**src/rv_pkg.sv**
```systemverilog
// RV32I core shared types
package rv_pkg;

    localparam int XLEN  = 32;                            // data width.
    localparam int TAG_W = 4;                             // epoch tag width.

    localparam logic [XLEN-1:0] INSTR_BYTES = XLEN'(4);  // pc step.

    // major opcodes of the supported subset.
    typedef enum logic [6:0] {
        opc_op     = 7'b0110011,
        opc_op_imm = 7'b0010011,
        opc_lui    = 7'b0110111,
        opc_branch = 7'b1100011,
        opc_jal    = 7'b1101111,
        opc_load   = 7'b0000011,
        opc_store  = 7'b0100011
    } opcode_e;

    typedef enum logic [2:0] {
        xu_alu, xu_branch, xu_jump, xu_load, xu_store, xu_lui
    } xu_e;

    typedef enum logic [3:0] {
        alu_add, alu_sub, alu_and, alu_or, alu_xor,
        alu_slt, alu_sltu, alu_sll, alu_srl, alu_sra
    } alu_op_e;

    typedef enum logic {
        br_beq, br_bne
    } br_op_e;

    // ******************************************************************
    // pipeline packets
    // ******************************************************************

    typedef struct packed {
        logic             valid;    // slot holds an instruction.
        logic [TAG_W-1:0] tag;      // epoch at fetch.
        logic [XLEN-1:0]  npc;      // pc of this instruction.
        logic [XLEN-1:0]  op_a;     // rs1 value.
        logic [XLEN-1:0]  op_b;     // rs2 value, also store data.
        logic [XLEN-1:0]  imm;      // sign extended.
        logic [4:0]       rd;
        xu_e              xu;
        alu_op_e          alu_op;
        br_op_e           br_op;
        logic             use_imm;  // alu b from imm.
    } decode_pkt_t;

    typedef struct packed {
        logic             valid;
        logic [TAG_W-1:0] tag;
        logic [4:0]       rd;
        xu_e              xu;
        logic [XLEN-1:0]  result;      // alu, link or lui value.
        logic [XLEN-1:0]  target;      // redirect pc.
        logic             jump;        // taken branch or jal.
        logic [XLEN-1:0]  mem_addr;
        logic [XLEN-1:0]  store_data;
    } retire_pkt_t;

    // units that leave a value in rd.
    function automatic logic writes_rd(xu_e xu);
        return xu inside {xu_alu, xu_jump, xu_load, xu_lui};
    endfunction

endpackage

```
**src/fetch.sv**
```systemverilog
// Fetch stage
`timescale 1ns/1ps
module fetch #(
    parameter logic [rv_pkg::XLEN-1:0] RESET_PC = '0
) (
    input  logic                     i_clk,
    input  logic                     i_arst_n,
    input  logic                     i_stall,      // decoder hazard.
    input  logic                     i_jump,       // redirect from retire.
    input  logic [rv_pkg::XLEN-1:0]  i_new_pc,
    output logic [rv_pkg::XLEN-1:0]  o_i_address,
    output logic [rv_pkg::XLEN-1:0]  o_npc,        // pc of the returned word.
    output logic [rv_pkg::TAG_W-1:0] o_tag         // epoch of the returned word.
);

    logic [rv_pkg::XLEN-1:0]  pc;
    logic [rv_pkg::TAG_W-1:0] tag;                 // live epoch.

    always_ff @(posedge i_clk or negedge i_arst_n) begin
        if (!i_arst_n) begin
            pc    <= RESET_PC;
            tag   <= '0;
            o_npc <= RESET_PC;
            o_tag <= '1;                           // word in flight at reset is stale.
        end else begin
            o_npc <= pc;                           // line up with memory latency.
            o_tag <= tag;
            if (i_jump) begin
                pc  <= i_new_pc;                   // redirect wins over stall.
                tag <= tag + 1'b1;                 // open a new epoch.
            end else if (!i_stall) begin
                pc <= pc + rv_pkg::INSTR_BYTES;
            end
        end
    end

    assign o_i_address = pc;

    // redirect targets come from retire, so alignment spans the pipe.
    a_pc_aligned: assert property (@(posedge i_clk) disable iff (!i_arst_n)
        o_i_address[1:0] == 2'b00);

endmodule

```
**src/decoder.sv**
```systemverilog
// Decode and issue stage
`timescale 1ns/1ps
module decoder (
    input  logic                     i_clk,
    input  logic                     i_arst_n,
    input  logic [rv_pkg::XLEN-1:0]  i_instruction,
    input  logic [rv_pkg::XLEN-1:0]  i_npc,
    input  logic [rv_pkg::TAG_W-1:0] i_tag,
    input  logic [rv_pkg::TAG_W-1:0] i_cur_tag,   // retire epoch.
    input  logic [rv_pkg::XLEN-1:0]  i_data_a,
    input  logic [rv_pkg::XLEN-1:0]  i_data_b,
    input  logic                     i_busy_a,
    input  logic                     i_busy_b,
    input  logic                     i_busy_d,
    output logic [4:0]               o_addr_a,
    output logic [4:0]               o_addr_b,
    output logic                     o_lock_en,
    output logic [4:0]               o_lock_addr,
    output logic                     o_stall,
    output rv_pkg::decode_pkt_t      o_pkt
);

    typedef struct packed {
        logic [rv_pkg::XLEN-1:0]  instr;
        logic [rv_pkg::XLEN-1:0]  npc;
        logic [rv_pkg::TAG_W-1:0] tag;
    } fetched_t;

    fetched_t                in_w;
    fetched_t                hold_w;                // word kept over a stall.
    fetched_t                cur_w;
    logic                    hold_v;
    rv_pkg::opcode_e         opcode;
    logic [2:0]              funct3;
    logic [6:0]              funct7;
    logic                    alt;
    rv_pkg::alu_op_e         alu_fn;
    rv_pkg::xu_e             xu;
    logic [rv_pkg::XLEN-1:0] imm;
    logic                    known;
    logic                    use_a;
    logic                    use_b;
    logic                    use_imm;
    logic                    wb;
    logic                    fresh;
    logic                    issue;

    assign in_w   = '{instr: i_instruction, npc: i_npc, tag: i_tag};
    assign cur_w  = hold_v ? hold_w : in_w;
    assign opcode = rv_pkg::opcode_e'(cur_w.instr[6:0]);
    assign funct3 = cur_w.instr[14:12];
    assign funct7 = cur_w.instr[31:25];

    // bit 30 picks sub/sra, but addi never means sub.
    assign alt = cur_w.instr[30] && (opcode == rv_pkg::opc_op || funct3 == 3'b101);

    always_comb begin
        case (funct3)
            3'b000:  alu_fn = alt ? rv_pkg::alu_sub : rv_pkg::alu_add;
            3'b001:  alu_fn = rv_pkg::alu_sll;
            3'b010:  alu_fn = rv_pkg::alu_slt;
            3'b011:  alu_fn = rv_pkg::alu_sltu;
            3'b100:  alu_fn = rv_pkg::alu_xor;
            3'b101:  alu_fn = alt ? rv_pkg::alu_sra : rv_pkg::alu_srl;
            3'b110:  alu_fn = rv_pkg::alu_or;
            default: alu_fn = rv_pkg::alu_and;
        endcase
    end

    // ******************************************************************
    // format decode
    // ******************************************************************

    always_comb begin
        known   = 1'b1;
        use_a   = 1'b1;                                        // rs1 read.
        use_b   = 1'b0;                                        // rs2 read.
        use_imm = 1'b1;
        xu      = rv_pkg::xu_alu;
        imm     = {{20{cur_w.instr[31]}}, cur_w.instr[31:20]}; // I type.
        case (opcode)
            rv_pkg::opc_op: begin
                use_b   = 1'b1;
                use_imm = 1'b0;
                known   = (funct7 == 7'b0000000) ||
                          (funct7 == 7'b0100000 && funct3 inside {3'b000, 3'b101});
            end
            rv_pkg::opc_op_imm: begin
            end
            rv_pkg::opc_lui: begin
                use_a = 1'b0;
                xu    = rv_pkg::xu_lui;
                imm   = {cur_w.instr[31:12], 12'b0};           // U type.
            end
            rv_pkg::opc_branch: begin
                use_b = 1'b1;
                xu    = rv_pkg::xu_branch;
                known = (funct3[2:1] == 2'b00);                // beq, bne only.
                imm   = {{19{cur_w.instr[31]}}, cur_w.instr[31], cur_w.instr[7],
                         cur_w.instr[30:25], cur_w.instr[11:8], 1'b0};
            end
            rv_pkg::opc_jal: begin
                use_a = 1'b0;
                xu    = rv_pkg::xu_jump;
                imm   = {{11{cur_w.instr[31]}}, cur_w.instr[31], cur_w.instr[19:12],
                         cur_w.instr[20], cur_w.instr[30:21], 1'b0};
            end
            rv_pkg::opc_load: begin
                xu    = rv_pkg::xu_load;
                known = (funct3 == 3'b010);                    // lw only.
            end
            rv_pkg::opc_store: begin
                use_b = 1'b1;
                xu    = rv_pkg::xu_store;
                known = (funct3 == 3'b010);                    // sw only.
                imm   = {{20{cur_w.instr[31]}}, cur_w.instr[31:25], cur_w.instr[11:7]};
            end
            default: known = 1'b0;                             // becomes a bubble.
        endcase
    end

    // ******************************************************************
    // hazard and issue
    // ******************************************************************

    assign o_addr_a    = cur_w.instr[19:15];
    assign o_addr_b    = cur_w.instr[24:20];
    assign o_lock_addr = cur_w.instr[11:7];

    assign wb      = rv_pkg::writes_rd(xu);
    assign fresh   = (cur_w.tag == i_cur_tag);                 // drop old epoch.
    assign o_stall = fresh && known &&
                     ((use_a && i_busy_a) || (use_b && i_busy_b) || (wb && i_busy_d));
    assign issue     = fresh && known && !o_stall;
    assign o_lock_en = issue && wb && (o_lock_addr != 5'd0);   // x0 never busy.

    always_ff @(posedge i_clk or negedge i_arst_n) begin
        if (!i_arst_n) begin
            hold_v <= 1'b0;
        end else begin
            hold_v <= o_stall;
        end
    end

    always_ff @(posedge i_clk) begin
        if (o_stall) begin
            hold_w <= cur_w;                                   // refetch not needed.
        end
    end

    always_ff @(posedge i_clk or negedge i_arst_n) begin
        if (!i_arst_n) begin
            o_pkt <= '0;
        end else begin
            o_pkt.valid   <= issue;                            // bubble otherwise.
            o_pkt.tag     <= cur_w.tag;
            o_pkt.npc     <= cur_w.npc;
            o_pkt.op_a    <= i_data_a;
            o_pkt.op_b    <= i_data_b;
            o_pkt.imm     <= imm;
            o_pkt.rd      <= o_lock_addr;
            o_pkt.xu      <= xu;
            o_pkt.alu_op  <= alu_fn;
            o_pkt.br_op   <= funct3[0] ? rv_pkg::br_bne : rv_pkg::br_beq;
            o_pkt.use_imm <= use_imm;
        end
    end

    // a fresh lock must show as busy one cycle later.
    a_lock_seen: assert property (@(posedge i_clk) disable iff (!i_arst_n)
        o_lock_en |=> !(o_lock_en && o_lock_addr == $past(o_lock_addr)));

endmodule

```
**src/execute.sv**
```systemverilog
// Execute stage
`timescale 1ns/1ps
module execute (
    input  logic                    i_clk,
    input  logic                    i_arst_n,
    input  rv_pkg::decode_pkt_t     i_pkt,
    output rv_pkg::retire_pkt_t     o_pkt,
    output logic                    o_read,          // load request.
    output logic [rv_pkg::XLEN-1:0] o_read_address
);

    logic [rv_pkg::XLEN-1:0] op_b;
    logic [rv_pkg::XLEN-1:0] alu_out;
    logic [rv_pkg::XLEN-1:0] result;
    logic [rv_pkg::XLEN-1:0] mem_addr;
    logic [4:0]              shamt;
    logic                    taken;

    assign op_b  = i_pkt.use_imm ? i_pkt.imm : i_pkt.op_b;
    assign shamt = op_b[4:0];

    // ******************************************************************
    // alu
    // ******************************************************************

    always_comb begin
        case (i_pkt.alu_op)
            rv_pkg::alu_add:  alu_out = i_pkt.op_a + op_b;
            rv_pkg::alu_sub:  alu_out = i_pkt.op_a - op_b;
            rv_pkg::alu_and:  alu_out = i_pkt.op_a & op_b;
            rv_pkg::alu_or:   alu_out = i_pkt.op_a | op_b;
            rv_pkg::alu_xor:  alu_out = i_pkt.op_a ^ op_b;
            rv_pkg::alu_slt:  alu_out = rv_pkg::XLEN'($signed(i_pkt.op_a) < $signed(op_b));
            rv_pkg::alu_sltu: alu_out = rv_pkg::XLEN'(i_pkt.op_a < op_b);
            rv_pkg::alu_sll:  alu_out = i_pkt.op_a << shamt;
            rv_pkg::alu_srl:  alu_out = i_pkt.op_a >> shamt;
            rv_pkg::alu_sra:  alu_out = $signed(i_pkt.op_a) >>> shamt;
            default:          alu_out = '0;
        endcase
    end

    // beq takes on equal, bne on unequal.
    assign taken = (i_pkt.op_a == i_pkt.op_b) ^ (i_pkt.br_op == rv_pkg::br_bne);

    always_comb begin
        case (i_pkt.xu)
            rv_pkg::xu_jump: result = i_pkt.npc + rv_pkg::INSTR_BYTES;  // link.
            rv_pkg::xu_lui:  result = i_pkt.imm;
            default:         result = alu_out;
        endcase
    end

    assign mem_addr = i_pkt.op_a + i_pkt.imm;                         // lw/sw base + offset.

    // data comes back while retire holds the packet.
    assign o_read         = i_pkt.valid && (i_pkt.xu == rv_pkg::xu_load);
    assign o_read_address = mem_addr;

    always_ff @(posedge i_clk or negedge i_arst_n) begin
        if (!i_arst_n) begin
            o_pkt <= '0;
        end else begin
            o_pkt.valid      <= i_pkt.valid;
            o_pkt.tag        <= i_pkt.tag;
            o_pkt.rd         <= i_pkt.rd;
            o_pkt.xu         <= i_pkt.xu;
            o_pkt.result     <= result;
            o_pkt.target     <= i_pkt.npc + i_pkt.imm;                // branch and jal.
            o_pkt.jump       <= (i_pkt.xu == rv_pkg::xu_jump) ||
                                (i_pkt.xu == rv_pkg::xu_branch && taken);
            o_pkt.mem_addr   <= mem_addr;
            o_pkt.store_data <= i_pkt.op_b;                           // rs2 as read.
        end
    end

endmodule

```
**src/retire.sv**
```systemverilog
// Retire stage
`timescale 1ns/1ps
module retire (
    input  logic                     i_clk,
    input  logic                     i_arst_n,
    input  rv_pkg::retire_pkt_t      i_pkt,
    input  logic [rv_pkg::XLEN-1:0]  i_data_in,       // load data.
    output logic                     o_reg_we,
    output logic                     o_reg_release,
    output logic [4:0]               o_reg_addr,
    output logic [rv_pkg::XLEN-1:0]  o_reg_data,
    output logic                     o_jump,
    output logic [rv_pkg::XLEN-1:0]  o_new_pc,
    output logic [rv_pkg::TAG_W-1:0] o_cur_tag,
    output logic [3:0]               o_write,         // byte strobe.
    output logic [rv_pkg::XLEN-1:0]  o_write_address,
    output logic [rv_pkg::XLEN-1:0]  o_data_out
);

    logic [rv_pkg::TAG_W-1:0] cur_tag;
    logic                     live;                   // not on the wrong path.
    logic                     wb;

    always_ff @(posedge i_clk or negedge i_arst_n) begin
        if (!i_arst_n) begin
            cur_tag <= '0;
        end else if (o_jump) begin
            cur_tag <= cur_tag + 1'b1;                // tracks the fetch epoch.
        end
    end

    assign live = i_pkt.valid && (i_pkt.tag == cur_tag);
    assign wb   = rv_pkg::writes_rd(i_pkt.xu);

    // killed packets still free their lock.
    assign o_reg_release = i_pkt.valid && wb;
    assign o_reg_we      = live && wb;
    assign o_reg_addr    = i_pkt.rd;
    assign o_reg_data    = (i_pkt.xu == rv_pkg::xu_load) ? i_data_in : i_pkt.result;

    assign o_jump    = live && i_pkt.jump;
    assign o_new_pc  = i_pkt.target;
    assign o_cur_tag = cur_tag;

    assign o_write         = (live && i_pkt.xu == rv_pkg::xu_store) ? 4'b1111 : 4'b0000;
    assign o_write_address = i_pkt.mem_addr;
    assign o_data_out      = i_pkt.store_data;

    a_jump_from_cf: assert property (@(posedge i_clk) disable iff (!i_arst_n)
        o_jump |-> i_pkt.xu inside {rv_pkg::xu_branch, rv_pkg::xu_jump});

    a_target_aligned: assert property (@(posedge i_clk) disable iff (!i_arst_n)
        o_jump |-> o_new_pc[1:0] == 2'b00);

endmodule

```
**src/regbank.sv**
```systemverilog
// Register bank with busy bits
`timescale 1ns/1ps
module regbank (
    input  logic                    i_clk,
    input  logic                    i_arst_n,
    input  logic [4:0]              i_addr_a,
    input  logic [4:0]              i_addr_b,
    output logic [rv_pkg::XLEN-1:0] o_data_a,
    output logic [rv_pkg::XLEN-1:0] o_data_b,
    input  logic                    i_lock_en,        // issue of a writer.
    input  logic [4:0]              i_lock_addr,
    input  logic                    i_we,
    input  logic                    i_release,
    input  logic [4:0]              i_wr_addr,
    input  logic [rv_pkg::XLEN-1:0] i_wr_data,
    output logic                    o_busy_a,
    output logic                    o_busy_b,
    output logic                    o_busy_d
);

    logic [rv_pkg::XLEN-1:0] regs [1:31];             // x0 not stored.
    logic [31:1]             busy;

    always_ff @(posedge i_clk or negedge i_arst_n) begin
        if (!i_arst_n) begin
            for (int i = 1; i < 32; i++) begin
                regs[i] <= '0;
            end
            busy <= '0;
        end else begin
            if (i_we && i_wr_addr != 5'd0) begin
                regs[i_wr_addr] <= i_wr_data;
            end
            for (int i = 1; i < 32; i++) begin
                if (i_lock_en && i_lock_addr == 5'(i)) begin
                    busy[i] <= 1'b1;                  // new lock beats release.
                end else if (i_release && i_wr_addr == 5'(i)) begin
                    busy[i] <= 1'b0;
                end
            end
        end
    end

    assign o_data_a = (i_addr_a == 5'd0) ? '0 : regs[i_addr_a];
    assign o_data_b = (i_addr_b == 5'd0) ? '0 : regs[i_addr_b];
    assign o_busy_a = (i_addr_a != 5'd0) && busy[i_addr_a];
    assign o_busy_b = (i_addr_b != 5'd0) && busy[i_addr_b];
    assign o_busy_d = (i_lock_addr != 5'd0) && busy[i_lock_addr];

endmodule

```
**src/rv_core.sv**
```systemverilog
// RV32I core top level
`timescale 1ns/1ps
module rv_core #(
    parameter logic [rv_pkg::XLEN-1:0] RESET_PC = '0
) (
    input  logic                    i_clk,
    input  logic                    i_arst_n,
    input  logic [rv_pkg::XLEN-1:0] i_instruction,    // word for last address.
    output logic [rv_pkg::XLEN-1:0] o_i_address,
    output logic                    o_read,
    output logic [rv_pkg::XLEN-1:0] o_read_address,
    input  logic [rv_pkg::XLEN-1:0] i_data_in,
    output logic [rv_pkg::XLEN-1:0] o_data_out,
    output logic [rv_pkg::XLEN-1:0] o_write_address,
    output logic [3:0]              o_write
);

    logic [rv_pkg::XLEN-1:0]  npc;
    logic [rv_pkg::XLEN-1:0]  new_pc;
    logic [rv_pkg::XLEN-1:0]  data_a;
    logic [rv_pkg::XLEN-1:0]  data_b;
    logic [rv_pkg::XLEN-1:0]  reg_data;
    logic [rv_pkg::TAG_W-1:0] fetch_tag;
    logic [rv_pkg::TAG_W-1:0] cur_tag;
    logic [4:0]               addr_a;
    logic [4:0]               addr_b;
    logic [4:0]               lock_addr;
    logic [4:0]               reg_addr;
    logic                     stall;
    logic                     jump;
    logic                     busy_a;
    logic                     busy_b;
    logic                     busy_d;
    logic                     lock_en;
    logic                     reg_we;
    logic                     reg_release;
    rv_pkg::decode_pkt_t      dec_pkt;
    rv_pkg::retire_pkt_t      ret_pkt;

    // ******************************************************************
    // pipeline stages
    // ******************************************************************

    fetch #(.RESET_PC(RESET_PC)) fetch_inst (
        .i_clk(i_clk), .i_arst_n(i_arst_n), .i_stall(stall),
        .i_jump(jump), .i_new_pc(new_pc),
        .o_i_address(o_i_address), .o_npc(npc), .o_tag(fetch_tag)
    );

    decoder decoder_inst (
        .i_clk(i_clk), .i_arst_n(i_arst_n),
        .i_instruction(i_instruction), .i_npc(npc), .i_tag(fetch_tag), .i_cur_tag(cur_tag),
        .i_data_a(data_a), .i_data_b(data_b),
        .i_busy_a(busy_a), .i_busy_b(busy_b), .i_busy_d(busy_d),
        .o_addr_a(addr_a), .o_addr_b(addr_b),
        .o_lock_en(lock_en), .o_lock_addr(lock_addr),
        .o_stall(stall), .o_pkt(dec_pkt)
    );

    execute execute_inst (
        .i_clk(i_clk), .i_arst_n(i_arst_n), .i_pkt(dec_pkt), .o_pkt(ret_pkt),
        .o_read(o_read), .o_read_address(o_read_address)
    );

    retire retire_inst (
        .i_clk(i_clk), .i_arst_n(i_arst_n), .i_pkt(ret_pkt), .i_data_in(i_data_in),
        .o_reg_we(reg_we), .o_reg_release(reg_release),
        .o_reg_addr(reg_addr), .o_reg_data(reg_data),
        .o_jump(jump), .o_new_pc(new_pc), .o_cur_tag(cur_tag),
        .o_write(o_write), .o_write_address(o_write_address), .o_data_out(o_data_out)
    );

    // ******************************************************************
    // register bank
    // ******************************************************************

    regbank regbank_inst (
        .i_clk(i_clk), .i_arst_n(i_arst_n),
        .i_addr_a(addr_a), .i_addr_b(addr_b), .o_data_a(data_a), .o_data_b(data_b),
        .i_lock_en(lock_en), .i_lock_addr(lock_addr),
        .i_we(reg_we), .i_release(reg_release), .i_wr_addr(reg_addr), .i_wr_data(reg_data),
        .o_busy_a(busy_a), .o_busy_b(busy_b), .o_busy_d(busy_d)
    );

endmodule

```
**config.mk**
```make
export PLATFORM = sky130hd
export DESIGN_NAME = rv_core
export DESIGN_NICKNAME = d
export VERILOG_FILES = /design/src/rv_pkg.sv /design/src/fetch.sv /design/src/decoder.sv /design/src/execute.sv /design/src/retire.sv /design/src/regbank.sv /design/src/rv_core.sv
export SDC_FILE = /design/constraint.sdc
export NUM_CORES = 2
export LEC_CHECK = 0
export BUFFER_PORTS_ARGS = -buffer_cell sky130_fd_sc_hd__buf_4
export CORE_ASPECT_RATIO = 1.4
export CORE_UTILIZATION = 40
export CTS_CLUSTER_DIAMETER = 200
export DETAILED_ROUTE_END_ITERATION = 16
export PLACE_DENSITY = 0.65
export REMOVE_ABC_BUFFERS = 1
export SYNTH_ARGS = -nofsm -noshare
export SYNTH_HDL_FRONTEND = slang
export SYNTH_SLANG_ARGS = --single-unit
```
**constraint.sdc**
```tcl
create_clock -name i_clk -period 8.2 [get_ports i_clk]
set_input_delay 1.23 -clock i_clk [delete_from_list [all_inputs] [get_ports i_clk]]
set_output_delay 1.23 -clock i_clk [all_outputs]
set_load 0.005 [all_outputs]
```
==> impl_results.md <==
* Setup Skew at roughly 67 ps
* Die height at about 540 um
* Hold Path End: execute_inst.o_pkt[135]
* Wire per inst at 27.4 um
* P_leak at 0.0448 uW
* Final cell count without fillers at 12.7k
* Asr flop ratio synth at roughly 95%
* Final Hold Viols at 0
* Post-DP HPWL at 213 mm
* Vias in the first global route at between 70k and 80k
* Die ar. at ~0.21 mm^2
* Antenna Nets Post-Route at 0
* Root Driver: clkbuf_16
* Syn-to-layout area delta at 9.88%
* Worst Setup End Kind: output port
* GRT met3 Usage at 6.14%
* # nets final at 10.2k
* CTS resizes at 0
* DRC at 0
* Initial Util at 40.3%
* RD Place Congestion at 1.04
* Via density at 6.28
* Port bufs at between 150 and 200
* Core region area at 0.208 mm^2
* H-tree Lvls at 4
* Reg2reg end: execute_inst.o_pkt[127]
* Post-synth EDFFs at 68
* Ys Warns at 0
* Most used DFF post-synth: dfrtp_1
* Post-CTS Setup Inserts at 0
* Clk buf depth at 4
* Hold_buf cts at 0
* Result of the run: completed
* Seq/Total Area, Yosys at between 40% and 50%
* HP Class: reg2reg
* CTS tree: yes
* Die Wd at 389 um
* Max Slew Vio Count at 0
* Worst r2r src: decoder_inst.o_pkt[0]
* Cells after DPL at 12.5k
* Synth Cell Area at 0.0837 mm^2
* Most frequent cell after synthesis: nand2_1
* Total CTS buffers at 156
* Post-synth top area share at 41.4%
* Global route overflow at 0
* Met2 Usage GRT at 50.3%
* Worst Setup Start Kind: flip-flop
* Crit path time final at 6230 ps
* GRT Overall Usage at 32.1%
* Hold_sp: decoder_inst.o_pkt[12]
* PwrDens at 214 mW/mm^2
* Initial antenna violation count at 15
* Largest cells by area after synthesis: dfrtp_1 (41%), nand2_1 (14%), o21ai_0 (6.7%), a311oi_1 (4.0%), clkbuf_1 (3.4%)
* Met1 Use GR at 39.5%
* IO Pins at approximately 200
* Finish-stage setup viols at 0
* Largest net degree at the start of global routing at 174
* Area after DPL at 0.0870 mm^2
* Layout cells sized above 1 at 8.35%
* GRT Max-Usage Layer: met2
* Final Cycle Share at 76.0%
* Syn_area_per_cell at 8.11 um^2
* FF/Latch Area at around 0.037 mm^2
* Commonest cells post-synth: nand2_1 (3024), dfrtp_1 (1385), o21ai_0 (1114)
* RSZ-0062 raised after global routing: no
* Vias after detailed routing at between 70k and 80k
* Leading area contributor after synthesis: dfrtp_1
* Cell Rows at between 150 and 200
* Reg2Reg Depth at 14
* Maxcap violations at 0
* Sink Count at ~1.5k
* Worst vdd rail ir drop at 0.172 mV
* Hold Path Stages at 0
* R2R setup slack at between 2000 and 3000 ps
* Mapped Cells at about 10k
* Tightest Pin Transition at 1210 ps
* Initial drt markers at 10.2k
* CP Class: reg2out
* WP data arrival at roughly 5000 ps
* Max_slew headroom at 18.3%
* Clk slew on worst S/H paths at 70 ps
* Library cells used by synthesis at 101
* Final Cell Area at 0.0920 mm^2
* Drt first pass iters at 9
* Fmax at around 160 MHz
* Worst-Skew Late Latency at approximately 840 ps
* Worst-path maximum fanout at 11
* Post-synthesis register bit count at 1457
* Fill count at 20.2k
* Final WL at 349 mm
* Multi-input gate area at around 0.043 mm^2
* CP required at 6970 ps
* First-pass GRT wire length at 509 mm
-- routing by layer --
layer	part of all wire, %	wire length [um]	up-vias
met2	45	157000	4902
met3	9.8	34100	1266
met1	37	129000	38600
met5	0.013	46	-
met4	8.1	28300	8
li1	-	-	35100
-- stage by stage --
stage | util (%) | power (uW) | worst slack (ps) | hold slack (ps) | TNS [ps]
after floorplan | - | 10700 | -40870 | 331 | -7011690
after global placement | 41.8 | 12500 | 2800 | 332 | 0
after detailed placement | 41.8 | 12500 | 2750 | 335 | 0
after CTS | 44.2 | 19600 | 2000 | 351 | 0
after global routing | 44.2 | 20300 | 1760 | 362 | 0
final | 44.2 | 19600 | 1970 | 349 | 0
-- kinds of logic after synthesis --
kind of cell,Yosys count,synth area share (%)
adders and majority gates,171,2.59
DFF,1457,44.0
AOI/OAI and AO/OA,2685,20.0
and+or+nand+nor,4454,22.6
muxes,273,3.56
buffers and inverters,1102,5.36
xor gates and xnor gates,178,1.86
-- flip-flops by register name, indices dropped and copies added (netlist names) --
name,flops
regbank_inst.regs,992
decoder_inst.hold_w,68
fetch_inst.o_i_address,32
decoder_inst.o_pkt,147
regbank_inst.busy,31
execute_inst.o_pkt,142
fetch_inst.o_npc,32
retire_inst.o_cur_tag,4
fetch_inst.tag,4
fetch_inst.o_tag,4
decoder_inst.hold_v,1
-- power by group --
part / switching (uW) / internal (uW) / leakage, uW
Clock: 3090 / 4050 / 0.00241
Sequential: 476 / 7580 / 0.0141
Combinational: 2970 / 1490 / 0.0283
Total: 6530 / 13100 / 0.0448
-- worst max-delay path by stage --
stage                           start                         end  slack, ps
3_3_place_gp    decoder_inst.o_pkt[0]     execute_inst.o_pkt[124]       2800
5_1_grt        decoder_inst.o_pkt[79]          o_read_address[31]       1760
3_5_place_dp    decoder_inst.o_pkt[0]     execute_inst.o_pkt[121]       2750
2_1_floorplan     decoder_inst.hold_v  fetch_inst.o_i_address[28]     -40870
4_1_cts        decoder_inst.o_pkt[79]          o_read_address[31]       2000
6_report       decoder_inst.o_pkt[79]          o_read_address[29]       1970
-- layout make-up --
cell class	count	share of cell area [%]
diodes	7	0.0190
clock buffers	194	4.58
clock inverters	71	0.820
inverters	153	0.665
multi-input cells	7761	46.8
flip-flops and latches	1457	40.0
well taps	2700	3.67
repair buffers	391	3.46
-- cells in the final DEF, fill, tap and decap left out, drive strengths merged, types with 11 or more instances in the layout --
cell | netlist | routed
o311ai | 72 | 72
bufinv | 0 | 13
mux2 | 56 | 56
edfxtp | 68 | 68
clkinvlp | 0 | 15
ha | 167 | 167
nor3 | 127 | 127
nand3 | 333 | 333
dfrtp | 1385 | 1385
o21bai | 28 | 28
a21oi | 500 | 500
and2 | 14 | 14
clkbuf | 747 | 194
nor2 | 383 | 383
o21a | 15 | 15
or3 | 19 | 19
inv | 151 | 157
a221oi | 34 | 34
a31oi | 26 | 26
nand2 | 3024 | 3024
nand4 | 34 | 34
or2 | 11 | 11
clkinv | 2 | 39
a22oi | 27 | 27
o31ai | 78 | 78
o211ai | 43 | 43
buf | 202 | 391
a311oi | 385 | 385
and3 | 351 | 351
mux2i | 207 | 207
xnor2 | 133 | 133
nor4 | 26 | 26
nor3b | 12 | 12
o21ai | 1173 | 1173
nor2b | 30 | 30
a21o | 52 | 52
xor2 | 45 | 45
o22ai | 33 | 33
nand2b | 48 | 48
a211oi | 92 | 92
-- worst max-delay path, stage by stage (launching register included) --
cell and delay [ps]:
dfrtp_1 640, ha_1 340, a211oi_1 360, o21ai_1 140
a41oi_1 400, o22ai_1 260, a211oi_1 640, o311ai_1 230
a31o_2 340, a211oi_1 340, or4b_1 170, o2111ai_1 140
buf_4 170
No activity file was read; power rests on OpenSTA's default activity.
